$ cat src/rtl/link_cfg_pkg.sv
`default_nettype none

// sizing constants shared by every block of the credit channel
package link_cfg_pkg;

  ////////////////////////////////////////////////////////////
  // data path
  ////////////////////////////////////////////////////////////

  // width of one data beat as it travels from source to sink
  localparam int DATA_W = 16;

  ////////////////////////////////////////////////////////////
  // credit accounting
  ////////////////////////////////////////////////////////////

  // credits held by the sender at reset, equal to the receive buffer depth
  localparam int NUM_CREDITS = 8;

  // freed credits that trigger a credit message without waiting for the buffer to empty
  // this value has to be at least 1, otherwise a zero count could be offered
  localparam int FORCE_SEND_THRESH = 4;

  // counter width covering 0 up to and including NUM_CREDITS
  localparam int CREDIT_W = $clog2(NUM_CREDITS + 1);

  // read and write pointer width of the receive buffer
  localparam int PTR_W = $clog2(NUM_CREDITS);

endpackage

`default_nettype wire
$ cat src/rtl/link_types_pkg.sv
`default_nettype none

// types that cross module boundaries inside the credit channel
package link_types_pkg;

  ////////////////////////////////////////////////////////////
  // payload and credit message
  ////////////////////////////////////////////////////////////

  // one beat of user data, carried unchanged from source to sink
  typedef struct packed {
    logic [link_cfg_pkg::DATA_W-1:0] payload;
  } data_beat_t;

  // credit message sent back over the return lane
  // count holds how many buffer entries were freed since the last message
  typedef struct packed {
    logic [link_cfg_pkg::CREDIT_W-1:0] count;
  } credit_msg_t;

  ////////////////////////////////////////////////////////////
  // credit return state machine
  ////////////////////////////////////////////////////////////

  // in RET_COUNT the freed counter keeps growing and nothing is offered
  // in RET_OFFER the message is valid and its count stays frozen
  typedef enum logic {
    RET_COUNT = 1'b0,
    RET_OFFER = 1'b1
  } ret_state_e;

endpackage

`default_nettype wire

$ cat src/rtl/credit_link_top.sv
`timescale 1ns/100ps
`default_nettype none

// one-way credit controlled channel
// the credit message leaves at the ports and is looped back to the sender on transfer
module credit_link_top (
  input  logic                        clk_i,
  input  logic                        rst_n_i,
  // source side
  input  logic                        src_valid_i,
  input  link_types_pkg::data_beat_t  src_beat_i,
  output logic                        src_ready_o,
  // sink side
  input  logic                        sink_ready_i,
  output logic                        sink_valid_o,
  output link_types_pkg::data_beat_t  sink_beat_o,
  // credit return lane
  input  logic                        cred_stall_i,
  output logic                        cred_valid_o,
  output link_types_pkg::credit_msg_t cred_msg_o
);

  // sender to buffer
  logic                       push;
  link_types_pkg::data_beat_t push_beat;

  // buffer to credit return
  logic pop;
  logic empty;

  // a message counts as delivered when it is valid and not stalled
  logic cred_strobe;

  assign cred_strobe = cred_valid_o & ~cred_stall_i;

  credit_sender i_credit_sender (
    .clk_i         (clk_i),
    .rst_n_i       (rst_n_i),
    .src_valid_i   (src_valid_i),
    .src_beat_i    (src_beat_i),
    .src_ready_o   (src_ready_o),
    .cred_strobe_i (cred_strobe),
    .cred_msg_i    (cred_msg_o),
    .push_o        (push),
    .push_beat_o   (push_beat)
  );

  rx_credit_fifo i_rx_credit_fifo (
    .clk_i        (clk_i),
    .rst_n_i      (rst_n_i),
    .push_i       (push),
    .push_beat_i  (push_beat),
    .sink_ready_i (sink_ready_i),
    .sink_valid_o (sink_valid_o),
    .sink_beat_o  (sink_beat_o),
    .pop_o        (pop),
    .empty_o      (empty)
  );

  credit_return i_credit_return (
    .clk_i        (clk_i),
    .rst_n_i      (rst_n_i),
    .pop_i        (pop),
    .empty_i      (empty),
    .cred_stall_i (cred_stall_i),
    .cred_valid_o (cred_valid_o),
    .cred_msg_o   (cred_msg_o)
  );

endmodule

`default_nettype wire

$ cat src/rtl/credit_return.sv
`timescale 1ns/100ps
`default_nettype none

// sink side credit return
// counts the entries drained from the receive buffer and hands them back as a credit
// message once enough have gathered or the buffer has run dry
module credit_return (
  input  logic                        clk_i,
  input  logic                        rst_n_i,
  // status from the receive buffer
  input  logic                        pop_i,
  input  logic                        empty_i,
  // return lane
  input  logic                        cred_stall_i,
  output logic                        cred_valid_o,
  output link_types_pkg::credit_msg_t cred_msg_o
);

  link_types_pkg::ret_state_e state_q;
  link_types_pkg::ret_state_e state_d;

  // visible counter, this is the count that goes out in the message
  logic [link_cfg_pkg::CREDIT_W-1:0] freed_q;
  logic [link_cfg_pkg::CREDIT_W-1:0] freed_d;

  // shadow counter that collects pops while an offer is pending
  logic [link_cfg_pkg::CREDIT_W-1:0] shadow_q;
  logic [link_cfg_pkg::CREDIT_W-1:0] shadow_d;

  // a single pop widened to counter size
  logic [link_cfg_pkg::CREDIT_W-1:0] pop_cnt;

  logic offer_cond;
  logic msg_taken;

  assign pop_cnt = {{(link_cfg_pkg::CREDIT_W-1){1'b0}}, pop_i};

  ////////////////////////////////////////////////////////////
  // offer decision
  ////////////////////////////////////////////////////////////

  // send when the threshold is reached, or when the sink has drained everything and
  // credits are still owed, since no further pop would come to push the count higher
  assign offer_cond = (freed_q >= (link_cfg_pkg::CREDIT_W)'(link_cfg_pkg::FORCE_SEND_THRESH))
                   || (empty_i && (freed_q != '0));

  // the message is valid for the whole RET_OFFER state
  assign cred_valid_o     = (state_q == link_types_pkg::RET_OFFER);
  assign cred_msg_o.count = freed_q;

  // the return lane takes the message on the first cycle without stall
  assign msg_taken = cred_valid_o & ~cred_stall_i;

  ////////////////////////////////////////////////////////////
  // state machine and counters
  ////////////////////////////////////////////////////////////

  always_comb begin
    state_d  = state_q;
    freed_d  = freed_q;
    shadow_d = shadow_q;
    unique case (state_q)
      link_types_pkg::RET_COUNT: begin
        // a pop in the deciding cycle still joins the message about to be offered
        freed_d = freed_q + pop_cnt;
        if (offer_cond) begin
          state_d = link_types_pkg::RET_OFFER;
        end
      end
      link_types_pkg::RET_OFFER: begin
        if (msg_taken) begin
          // the sent count is dropped, whatever the shadow gathered becomes visible
          freed_d  = shadow_q + pop_cnt;
          shadow_d = '0;
          state_d  = link_types_pkg::RET_COUNT;
        end else begin
          // keep the offered count frozen and park new pops in the shadow
          shadow_d = shadow_q + pop_cnt;
        end
      end
      default: begin
        state_d = link_types_pkg::RET_COUNT;
      end
    endcase
  end

  always_ff @(posedge clk_i) begin
    if (!rst_n_i) begin
      state_q  <= link_types_pkg::RET_COUNT;
      freed_q  <= '0;
      shadow_q <= '0;
    end else begin
      state_q  <= state_d;
      freed_q  <= freed_d;
      shadow_q <= shadow_d;
    end
  end

endmodule

`default_nettype wire

$ cat src/rtl/rx_credit_fifo.sv
`timescale 1ns/100ps
`default_nettype none

// receive buffer at the sink side
// its depth equals the credit count, so a push is never refused and no full flag exists
module rx_credit_fifo (
  input  logic                       clk_i,
  input  logic                       rst_n_i,
  // write side, driven by the credit sender
  input  logic                       push_i,
  input  link_types_pkg::data_beat_t push_beat_i,
  // sink handshake
  input  logic                       sink_ready_i,
  output logic                       sink_valid_o,
  output link_types_pkg::data_beat_t sink_beat_o,
  // status toward the credit return block
  output logic                       pop_o,
  output logic                       empty_o
);

  // storage for the beats in flight
  link_types_pkg::data_beat_t mem_q [link_cfg_pkg::NUM_CREDITS];

  // circular pointers and fill level
  logic [link_cfg_pkg::PTR_W-1:0]    wr_ptr_q;
  logic [link_cfg_pkg::PTR_W-1:0]    rd_ptr_q;
  logic [link_cfg_pkg::CREDIT_W-1:0] count_q;

  // advance a pointer and wrap after the last entry
  function automatic logic [link_cfg_pkg::PTR_W-1:0] ptr_incr(
    input logic [link_cfg_pkg::PTR_W-1:0] ptr
  );
    if (ptr == (link_cfg_pkg::PTR_W)'(link_cfg_pkg::NUM_CREDITS - 1)) begin
      return '0;
    end
    return ptr + 1'b1;
  endfunction

  ////////////////////////////////////////////////////////////
  // sink side
  ////////////////////////////////////////////////////////////

  assign empty_o      = (count_q == '0);
  assign sink_valid_o = ~empty_o;

  // head entry is read straight from storage, a new beat needs one edge to show up
  assign sink_beat_o  = mem_q[rd_ptr_q];

  // an entry leaves when the sink takes the valid head
  assign pop_o        = sink_valid_o & sink_ready_i;

  ////////////////////////////////////////////////////////////
  // storage and pointers
  ////////////////////////////////////////////////////////////

  always_ff @(posedge clk_i) begin
    if (push_i) begin
      mem_q[wr_ptr_q] <= push_beat_i;
    end
  end

  always_ff @(posedge clk_i) begin
    if (!rst_n_i) begin
      wr_ptr_q <= '0;
      rd_ptr_q <= '0;
      count_q  <= '0;
    end else begin
      if (push_i) begin
        wr_ptr_q <= ptr_incr(wr_ptr_q);
      end
      if (pop_o) begin
        rd_ptr_q <= ptr_incr(rd_ptr_q);
      end
      // fill level moves only when exactly one of push and pop happens
      unique case ({push_i, pop_o})
        2'b10:   count_q <= count_q + 1'b1;
        2'b01:   count_q <= count_q - 1'b1;
        default: count_q <= count_q;
      endcase
    end
  end

endmodule

`default_nettype wire

$ cat src/rtl/credit_sender.sv
`timescale 1ns/100ps
`default_nettype none

// source side of the credit channel
// a beat is only accepted while the available-credit counter is nonzero, so the
// receive buffer can never be written beyond its depth
module credit_sender (
  input  logic                        clk_i,
  input  logic                        rst_n_i,
  // source handshake
  input  logic                        src_valid_i,
  input  link_types_pkg::data_beat_t  src_beat_i,
  output logic                        src_ready_o,
  // credit message transferred back from the sink side
  input  logic                        cred_strobe_i,
  input  link_types_pkg::credit_msg_t cred_msg_i,
  // write port toward the receive buffer
  output logic                        push_o,
  output link_types_pkg::data_beat_t  push_beat_o
);

  // credits the sender may still spend
  logic [link_cfg_pkg::CREDIT_W-1:0] credits_q;
  logic [link_cfg_pkg::CREDIT_W-1:0] credits_d;

  // amounts added and removed in the current cycle
  logic [link_cfg_pkg::CREDIT_W-1:0] credits_inc;
  logic [link_cfg_pkg::CREDIT_W-1:0] credits_dec;

  ////////////////////////////////////////////////////////////
  // handshake toward source and buffer
  ////////////////////////////////////////////////////////////

  // one credit left is enough to take one more beat
  assign src_ready_o = (credits_q != '0);

  // every accepted beat is written into the buffer on the same edge
  assign push_o      = src_valid_i & src_ready_o;
  assign push_beat_o = src_beat_i;

  ////////////////////////////////////////////////////////////
  // available-credit counter
  ////////////////////////////////////////////////////////////

  always_comb begin
    // returned credits arrive as a whole message count
    credits_inc = '0;
    if (cred_strobe_i) begin
      credits_inc = cred_msg_i.count;
    end
    // an accepted beat always costs exactly one credit
    credits_dec = {{(link_cfg_pkg::CREDIT_W-1){1'b0}}, push_o};
  end

  // take and return can fall on the same edge, both are applied together
  // the sum never exceeds NUM_CREDITS since only spent credits come back
  assign credits_d = credits_q + credits_inc - credits_dec;

  always_ff @(posedge clk_i) begin
    if (!rst_n_i) begin
      // the sink buffer starts empty, so every entry is free
      credits_q <= (link_cfg_pkg::CREDIT_W)'(link_cfg_pkg::NUM_CREDITS);
    end else begin
      credits_q <= credits_d;
    end
  end

endmodule

`default_nettype wire

$ cat config.mk
export PLATFORM = sky130hd
export DESIGN_NAME = credit_link_top
export DESIGN_NICKNAME = d
export VERILOG_FILES = /design/src/rtl/link_cfg_pkg.sv /design/src/rtl/link_types_pkg.sv /design/src/rtl/credit_link_top.sv /design/src/rtl/credit_return.sv /design/src/rtl/rx_credit_fifo.sv /design/src/rtl/credit_sender.sv
export SDC_FILE = /design/constraint.sdc
export NUM_CORES = 1
export LEC_CHECK = 0
export ABC_AREA = 1
export BUFFER_PORTS_ARGS = -buffer_cell sky130_fd_sc_hd__buf_2
export CAP_MARGIN = 25
export CORE_ASPECT_RATIO = 1.75
export CORE_MARGIN = 2
export CORE_UTILIZATION = 24
export CTS_BUF_LIST = sky130_fd_sc_hd__clkbuf_16
export CTS_CLUSTER_SIZE = 30
export DETAILED_ROUTE_END_ITERATION = 8
export PLACE_DENSITY_LB_ADDON = 0.05
export SLEW_MARGIN = 20
export SYNTH_ARGS = -nofsm -noshare
export SYNTH_HDL_FRONTEND = slang
export SYNTH_HIERARCHICAL = 1
export SYNTH_SLANG_ARGS = --single-unit
export TNS_END_PERCENT = 20
$ cat constraint.sdc
create_clock -name clk_i -period 2.05 [get_ports clk_i]
set_input_delay 0.205 -clock clk_i [delete_from_list [all_inputs] [get_ports clk_i]]
set_output_delay 0.205 -clock clk_i [all_outputs]
set_load 0.02 [all_outputs]
==> results of run 1 <==
report_power, final:
part           switching (mW)  internal (mW)  total [mW]
registers               0.196           3.74        3.94
clock network            1.23           2.12        3.35
logic                    2.31           1.42        3.72
total                    3.74           7.28        11.0
per-stage QoR:
step / setup TNS, ps / setup slack (ps)
final: 0 / 46.7
after global routing: -317 / -59.6
after CTS: -15.8 / -10.1
after detailed placement: 0 / 78.4
after global placement: 0 / 110
after floorplan: -1810 / -28.3
layer usage:
layer / wire [um] / vias to the layer above / global-route usage [%]
li1: - / 2136 / -
met3: 601 / 13 / 3.63
met1: 7400 / 2175 / 14.7
met4: 297 / 0 / 4.72
met5: 0 / - / 0
met2: 9720 / 64 / 22.9
kinds of logic after synthesis:
group                      share of synthesized area (%)
adders and majority gates                           3.51
xor gates and xnor gates                           0.529
DFF                                                 65.8
AOI/OAI and AO/OA                                   8.44
and+or+nand+nor                                     12.7
muxes                                               2.42
buffers and inverters                               6.53
layout by cell type, fill, tap and decap left out, types with 2 or more instances in the layout:
cell	netlist	layout
buf_6	6	2
inv_1	37	38
clkinv_1	2	5
dfxtp_4	0	2
bufinv_16	0	5
nand2_1	93	91
inv_2	2	4
dfxtp_1	26	24
clkinv_2	1	4
nor2_1	81	73
a21oi_1	14	13
nand2_2	2	4
buf_2	8	37
buf_4	18	31
xor2_1	2	2
nand4_1	3	3
buf_12	0	6
o21ai_1	20	23
edfxtp_1	128	128
o22ai_1	16	16
nor3_1	2	2
xnor2_1	2	2
clkbuf_16	0	19
nand3_1	17	17
mux2i_1	16	16
ha_1	17	15
o21ai_0	55	52
nor2_2	5	13
final cells by class:
class                   count  area, um2
fillers                  2891      19100
flip-flops and latches    154       4370
multi-input cells         352       1880
repair buffers             80        643
well taps                 369        462
clock buffers              17        425
clock inverters            14        188
inverters                  43        168
diodes                      1       2.50
state kept, by name (all words and copies together), names as in the netlist, named ones only:
| name | cells |
|---|---|
| i_credit_return/shadow_q | 4 |
| i_rx_credit_fifo/rd_ptr_q | 3 |
| i_credit_return/cred_msg_o | 4 |
| i_rx_credit_fifo/wr_ptr_q | 3 |
| i_credit_return/cred_valid_o | 1 |
| i_rx_credit_fifo/mem_q | 128 |
| i_credit_sender/credits_q | 4 |
| i_rx_credit_fifo/count_q | 4 |
final timing paths:
path	start	endpoint	slack (ps)	cells after the start
max	flip-flop	sink_beat_o[13]	50	7
min	src_beat_i[9]	i_rx_credit_fifo/mem_q[2][9]	60	1
max reg2reg	i_credit_sender/credits_q[1]	i_credit_sender/credits_q[2]	150	10
min reg2reg	i_credit_return/shadow_q[3]	i_credit_return/shadow_q[3]	490	2
what timing repair did:
item | in CTS | in global routing
pin swaps | 0 | 3
setup endpoints to repair | 6 | 19
cloned | 1 | 2
buffers inserted | 0 | 4
gates resized for setup | 3 | 26
hold endpoints to repair | 0 | 0
==> metrics, run 1 <==
Buf/Inv on CP 3; kind of cell adding the most delay to the critical path buffers and inverters; CTS Buf Count 17; final hold viol count 0; CTS Sinks 154; Final GP Congestion 0.774; RSZ-0062 raised after global routing yes; vias in the first global route 4614; skew final 5.22 ps; Most used DFF post-synth edfxtp_1; Congestion Overflow GR 0; CTS Buffer Depth 2; status finished clean; Worst setup EP type output port; most frequent cell after synthesis edfxtp_1; total number of vias 4388; first-pass GRT wire length 27300 um; crit share post-route 97.7%; Global Route Usage Sum 13.0%; CP max FO 18; die height 224 um; CTS Hold Bufs 0; CP Launch Type flip-flop; CP max stage cell dfxtp_4; final core utilization 29.9%; power density cells 1350 nW/um2; Layout area overhead 22.8%; Initial Util 24.3%; critical path class reg2out; fin nets 687; clock slew at reported path FFs 60 ps; Initial DRC Count 222; DR pass1 iterations 4; Hold/Removal Path Class in2reg; worst slew pin tran 472 ps; Power, Total 11.0 mW; area leader, netlist edfxtp_1; vias per inst 4.26; Fmax 0.499 GHz; Most common cell on crit path nand2_1; max_cap viols 0; ANT nets after route 0; Post-Layout Cell Count 1030; Seq cells post-synth 154; Peak supply drop 697 uV; CTS root buffer clkbuf_16; synthesized net count 626; dominant cells by area after synthesis edfxtp_1, dfxtp_1, nand2_1, nor2_1, o21ai_0; commonest cells in the netlist edfxtp_1, nand2_1, nor2_1; Yosys warning total 6; Final Setup Violations 0; H-Tree Depth 4; synthesized area per cell 11.3 um2; share of post-route cells with drive strength above 1 20.8%; Lkg Pwr 3.08 nW; initial antenna violation count 0; post-layout min period 2000 ps; drt total wl 18000 um; die width 130 um; post-synth design cell area 6630 um2; CP max stage delay 400 ps; largest net degree at the start of global routing 45; Max Slew Vio Count 0; CP Cell Sequence inv_6 > buf_6 > nor2_1 > o21ai_0 > nand2_1 > nand2_1 > buf_2; worst skew pair latency 430 ps; Cells after Synth 587; post-DP HPWL 11100 um; # port buffers 43; # DRC 0; slew margin rel. 68.5%; Async SR Flop Fraction 0%; share of the synthesized area in the top cell type 58.0%; final instance area 8140 um2; placed cell area 7350 um2; die area 29000 um2; worst hold slack 62.7 ps; I/O Pins 44; Seq/Total Area, Yosys 65.8%; # rows 80; Data arrival, critical path 1800 ps; CTS tree yes; Critical Path RT 1850 ps; core area 27200 um2; Placed Cells incl. Taps 991; Post-synth EDFFs 128; WL per Instance 17.5 um; Yosys cell types 35
(Power assumes the default switching activity.)
==> inputs of run 2 (changes only) <==
ABC_AREA = 0   (was 1)
==> metrics, run 2 <==
# port buffers 43 (unchanged); max_cap viols 0 (unchanged); CP max stage delay 530 ps (+130 ps); Post-Layout Cell Count 786 (-24%); max reg flops 128 (unchanged); synthesized net count 411 (-34%); Lkg Pwr 2.83 nW (-8.1%); pre-CTS setup slack -225 ps (-304 ps); CTS Buffer Depth 2 (unchanged); die height 223 um (-0.54%); most frequent cells in the layout edfxtp_1, buf_2, buf_4; worst reg2reg endpoint i_credit_sender/credits_q[2]; CTS root buffer clkbuf_16; Final Setup Violations 21 (+21); Post-synth EDFFs 128 (unchanged); Fmax 0.438 GHz (-12%); status complete, but fails checks; vias per inst 4.29 (+0.76%); FF-to-FF path depth 9 (-1); most common cell after layout, fill and taps aside edfxtp_1; Yosys warning total 6 (unchanged); Placed Cells incl. Taps 753 (-24%); slew margin rel. 73.9% (+5.5 points); power share of the combinational group 30.1% (-3.7 points); CTS Sinks 154 (unchanged); commonest cells in the netlist edfxtp_1, mux4_1, dfxtp_1; post-synth design cell area 6560 um2 (-1.1%); Most used DFF post-synth edfxtp_1; Reg area 4370 um2 (about the same); Cells after Synth 372 (-37%); power density cells 1230 nW/um2 (-8.8%); post-layout min period 2290 ps (+282 ps); Data arrival, critical path 2610 ps (+810 ps); final setup TNS -3070 ps (-3070 ps); Final WS setup -236 ps (-282 ps); Final GP Congestion 0.659 (-15%); Global Route Usage Sum 11.5% (-1.5 points); Reg2Reg Setup Slack -240 ps (-390 ps); post-DP HPWL 9790 um (-12%); final hold viol count 0 (unchanged); first-pass GRT wire length 23300 um (-15%); # rows 80 (unchanged); die area 28700 um2 (-1.1%); Critical Path RT 2380 ps (+530 ps); CTS tree yes; H-Tree Depth 4 (unchanged); area leader, netlist edfxtp_1; synthesized area per cell 17.6 um2 (+56%); kind of cell adding the most delay to the critical path simple AND/OR/NAND/NOR gates; # DRC 0 (unchanged); share of post-route cells with drive strength above 1 38.4% (+18 points); NetSw 2.78 mW (-26%); Min-Delay Path Depth 1 (unchanged); Initial DRC Count 154 (-31%); worst skew pair latency 430 ps (about the same); initial antenna violation count 1 (+1); vias in the first global route 3839 (-17%); Max Slew Vio Count 0 (unchanged); Clock power frac 31.9% (+1.5 points); clock slew at reported path FFs 60 ps (about the same); CP max stage cell or4_4; worst flop-to-flop path startpoint i_credit_sender/credits_q[2]; Yosys cell types 44 (+26%); DR pass1 iterations 4 (unchanged); Most common cell on crit path inv_1; switching share of total power 27.8% (-6.1 points); fin nets 485 (-29%); drt total wl 15100 um (-16%); Peak supply drop 646 uV (-7.3%); CTS Hold Bufs 0 (unchanged); worst slew pin tran 391 ps (-81.4 ps); Seq cells post-synth 154 (unchanged); area occupied by multi-input gates 1990 um2 (+5.9%); share of the synthesized area in the top cell type 58.6% (+0.64 points); CP Launch Type flip-flop; most frequent cell after synthesis edfxtp_1; ANT nets after route 0 (unchanged); RSZ-0062 raised after global routing yes; CP Cell Sequence or4_4 > and2_4 > ha_1 > inv_1 > ha_2 > inv_1 > fa_2 > xnor2_1 > and2_1; Worst Hold End i_rx_credit_fifo/mem_q[2][2]; Async SR Flop Fraction 0% (unchanged); sequential power share 38.0% (+2.2 points); Internal 7.22 mW (-0.82%); Top reg by flops i_rx_credit_fifo/mem_q; critical path class reg2reg; violated checks setup timing; Layout fillers 2707 (-6.4%); total number of vias 3374 (-23%); Worst setup EP type flip-flop; Hold/Removal Path Class in2reg; Seq/Total Area, Yosys 66.6% (+0.73 points); core area 27000 um2 (-0.74%); WL per Instance 19.2 um (+9.6%); CTS Buf Count 17 (unchanged); hold path startpoint src_beat_i[2]; dominant cells by area after synthesis edfxtp_1, mux4_1, dfxtp_1, ha_1, mux2_2; Congestion Overflow GR 0 (unchanged); largest net degree at the start of global routing 33 (-27%); Initial Util 24.3% (-0.088 points); I/O Pins 44 (unchanged); CP max FO 3 (-15); antenna cells 0 (-1); Buf/Inv on CP 2 (-1); die width 129 um (-0.53%); Layout area overhead 23.6%; skew final 8.78 ps (+3.56 ps); crit share post-route 111% (+14 points)
run 2: changes by cell type in the layout (fill, tap and decap cells not counted), sizes merged, moves of 6 or more:
cell,change
buf,+8
inv,-26
mux2,+16
mux2i,-8
mux4,+32
nand2,-79
nand2b,+6
nand3,-11
nor2,-78
nor2b,+6
o21ai,-69
o22ai,-15
run 2: timing repair:
item	4_1_cts	5_1_grt
setup endpoints to repair	24	26
pin swaps	0	3
gates cloned	1	0
setup buffers	1	1
gates resized for setup	38	25
run 2: cell type report:
cell class | count | share of cell area (%)
sequential | 154 | 53.9
clock inverter | 14 | 2.02
multi-input combinational | 174 | 24.6
inverter | 14 | 0.680
clock buffer | 17 | 5.25
timing repair buffer | 85 | 8.51
tap | 328 | 5.07
run 2: layer usage:
metal  share of wire, %  GRT usage (%)  vias up  wire [um]
met5              0.086              0        -         13
met1                 38           11.7     1727       5670
met3                3.2           3.49       16        480
met2                 57           21.4       51       8650
li1                   -              -     1578          -
met4                1.7           4.31        2        254
run 2: metrics by stage:
| step | utilization, % | power (mW) | hold slack, ps | cell area (um2) |
|---|---|---|---|---|
| after floorplan | - | 5.69 | 321 | 6590 |
| after global placement | 27.3 | 6.60 | 448 | 7380 |
| after detailed placement | 27.3 | 6.62 | 473 | 7380 |
| after CTS | 29.9 | 10.2 | 23.8 | 8080 |
| after global routing | 30.0 | 10.5 | 41.3 | 8100 |
| final | 30.0 | 10.0 | 49.6 | 8100 |
run 2: cells by family (layout without fill, tap and decap cells):
group | count (synthesis) | in the layout | share of synthesized area [%]
AOI/OAI and AO/OA | 28 | 28 | 2.60
xor gates and xnor gates | 7 | 7 | 0.935
adders and majority gates | 18 | 18 | 3.55
buffers and inverters | 44 | 130 | 4.22
DFF | 154 | 154 | 66.6
muxes | 56 | 56 | 16.6
and+or+nand+nor | 65 | 65 | 5.57
run 2: power by group through the flow:
stage	Sequential, mW	Clock (mW)	Combinational [mW]
6_report	3.80	3.19	3.01
5_1_grt	3.83	3.40	3.31
4_1_cts	3.80	3.30	3.06
3_5_place_dp	3.85	0	2.77
3_3_place_gp	3.84	0	2.76
2_1_floorplan	3.87	0	1.82
run 2: worst max-delay path by stage:
| stage | cells past startpoint | to | slack [ps] | start |
|---|---|---|---|---|
| floorplan | 4 | i_rx_credit_fifo/mem_q[1][0] | -260 | i_credit_sender/credits_q[3] |
| global placement | 10 | i_rx_credit_fifo/count_q[2] | -210 | i_rx_credit_fifo/count_q[3] |
| detailed placement | 10 | i_rx_credit_fifo/count_q[2] | -230 | i_credit_sender/credits_q[2] |
| CTS | 4 | sink_beat_o[2] | -290 | flip-flop |
| global route | 9 | i_credit_sender/credits_q[2] | -310 | i_credit_sender/credits_q[2] |
| finish | 9 | i_credit_sender/credits_q[2] | -240 | i_credit_sender/credits_q[2] |
run 2: worst reg2reg max path, stage by stage (launching register included):
cell	delay, ps
dfxtp_1	310
or4_4	530
and2_4	170
ha_1	280
inv_1	60
ha_2	170
inv_1	50
fa_2	330
xnor2_1	120
and2_1	150
==> inputs of run 3 (changes only) <==
CELL_PAD_IN_SITES_DETAIL_PLACEMENT = 0   (was default)
CELL_PAD_IN_SITES_GLOBAL_PLACEMENT = 2   (was default)
CTS_CLUSTER_SIZE = default   (was 30)
==> metrics, run 3 (synthesized netlist as in run 2, its figures left out) <==
worst skew pair latency 430 ps (about the same); end of the critical path sink_beat_o[0]; most frequent cells in the layout edfxtp_1, mux4_2, buf_2; die area 28700 um2 (unchanged); CP max stage cell mux4_2; Peak supply drop 553 uV (-14%); Final GP Congestion 0.639 (-3.1%); status complete, but fails checks; vias per inst 4.26 (-0.73%); Reg2Reg Setup Slack -170 ps (+60 ps); Lkg Pwr 2.87 nW (+1.3%); WL per Instance 20.0 um (+4.5%); Final WS setup -171 ps (+64.8 ps); # rows 80 (unchanged); die width 129 um (unchanged); Congestion Overflow GR 0 (unchanged); Global Route Usage Sum 11.8% (+0.29 points); post-DP HPWL 9510 um (-2.8%); # DRC 0 (unchanged); Max Slew Vio Count 0 (unchanged); share of post-route cells with drive strength above 1 40.7% (+2.3 points); Top reg by flops i_rx_credit_fifo/mem_q; clock slew at reported path FFs 60 ps (about the same); Worst setup EP type output port; ANT nets after route 0 (unchanged); FF-to-FF path depth 10 (+1); skew final 8.57 ps (-0.212 ps); final core utilization 30.5% (+0.54 points); power density cells 1250 nW/um2 (+1.7%); fin nets 485 (unchanged); Hold/Removal Path Class in2reg; worst slew pin tran 420 ps (+29.0 ps); CP Launch Type flip-flop; final hold viol count 0 (unchanged); slew margin rel. 72.0% (-1.9 points); worst hold slack 48.5 ps (-1.08 ps); CP max FO 5 (+2); CTS tree yes; vias in the first global route 3671 (-4.4%); max reg flops 128 (unchanged); Data arrival, critical path 2020 ps (-590 ps); post-layout min period 2220 ps (-64.8 ps); largest net degree at the start of global routing 33 (unchanged); initial antenna violation count 2 (+1); drt total wl 15800 um (+4.8%); critical path class reg2out; core area 27000 um2 (unchanged); CTS Buf Count 17 (unchanged); Power, Total 10.4 mW (+3.5%); DR pass1 iterations 4 (unchanged); CTS Hold Bufs 0 (unchanged); first-pass GRT wire length 23600 um (+1.2%); CTS Sinks 154 (unchanged); Final Setup Violations 20 (-4.8%); RSZ-0062 raised after global routing yes; CTS Buffer Depth 2 (unchanged); worst reg2reg endpoint i_rx_credit_fifo/count_q[2]; Post-Layout Cell Count 788 (+0.25%); total number of vias 3358 (-0.47%); max_cap viols 0 (unchanged); worst flop-to-flop path startpoint i_credit_sender/credits_q[0]; Placed Cells incl. Taps 747 (-0.80%); most common cell after layout, fill and taps aside edfxtp_1; CTS root buffer clkbuf_16; Layout fillers 2690 (-0.63%); Layout area overhead 25.8%; CP max stage delay 500 ps (-30 ps); crit share post-route 108% (-3.2 points); H-Tree Depth 4 (unchanged); Initial Util 24.3% (unchanged); I/O Pins 44 (unchanged); Initial DRC Count 202 (+31%); die height 223 um (unchanged); # port buffers 43 (unchanged); Critical Path RT 1850 ps (-530 ps); CP Cell Sequence buf_8 > buf_12 > mux4_2 > mux2_4 > buf_6; Fmax 0.450 GHz (+2.9%); violated checks setup timing
## run 3: cell type report
class	count	area, um2	area share (%)
timing repair buffer	85	846	10.3
tap	328	410	4.98
multi-input combinational	174	1990	24.1
inverter	14	57.6	0.698
clock inverter	15	148	1.79
clock buffer	17	425	5.16
sequential	154	4370	53.0
antenna	1	2.50	0.0303
## run 3: what timing repair did
item	in CTS	in global routing
buffers inserted	5	1
pin swaps	0	13
endpoints found under the setup margin	26	25
resized for setup	82	28
gates cloned	4	0
## run 3: power by group
part / leakage (nW) / switching (mW) / internal [mW]
Clock: 0.300 / 1.20 / 1.87
Sequential: 1.38 / 0.116 / 3.66
Combinational: 1.20 / 1.60 / 1.90
## run 3: metrics by stage
step / TNS, ps / worst slack [ps] / instance area, um2
3_5_place_dp: -1130 / -224 / 7350
4_1_cts: -4060 / -244 / 8150
3_3_place_gp: -1010 / -212 / 7350
2_1_floorplan: -5020 / -263 / 6590
6_report: -2890 / -171 / 8250
5_1_grt: -4540 / -291 / 8250
## run 3: how the worst min path moves through the flow
stage | start | endpoint | slack [ps] | depth (start not counted)
6_report | src_beat_i[12] | i_rx_credit_fifo/mem_q[6][12] | 50 | 1
5_1_grt | src_beat_i[12] | i_rx_credit_fifo/mem_q[2][12] | 30 | 1
4_1_cts | src_beat_i[8] | i_rx_credit_fifo/mem_q[7][8] | 20 | 1
3_5_place_dp | i_credit_return/shadow_q[0] | i_credit_return/shadow_q[0] | 450 | 2
3_3_place_gp | i_credit_return/shadow_q[0] | i_credit_return/shadow_q[0] | 450 | 2
2_1_floorplan | rst_n_i | i_credit_return/cred_valid_o | 320 | 2
## run 3: routing by layer
layer	share of wire, %	routed length (um)	GRT usage, %	vias to the layer above
met5	0.070	11	0	-
met4	1.7	265	4.63	2
met3	2.9	450	3.25	13
met2	57	9000	21.6	43
met1	38	6060	12.4	1719
li1	-	-	-	1581
## run 3: worst max-delay path: cells and delay by family (launching register included)
family	cells	cell delay, ps
buffers and inverters	3	420
DFF	1	370
muxes	2	790
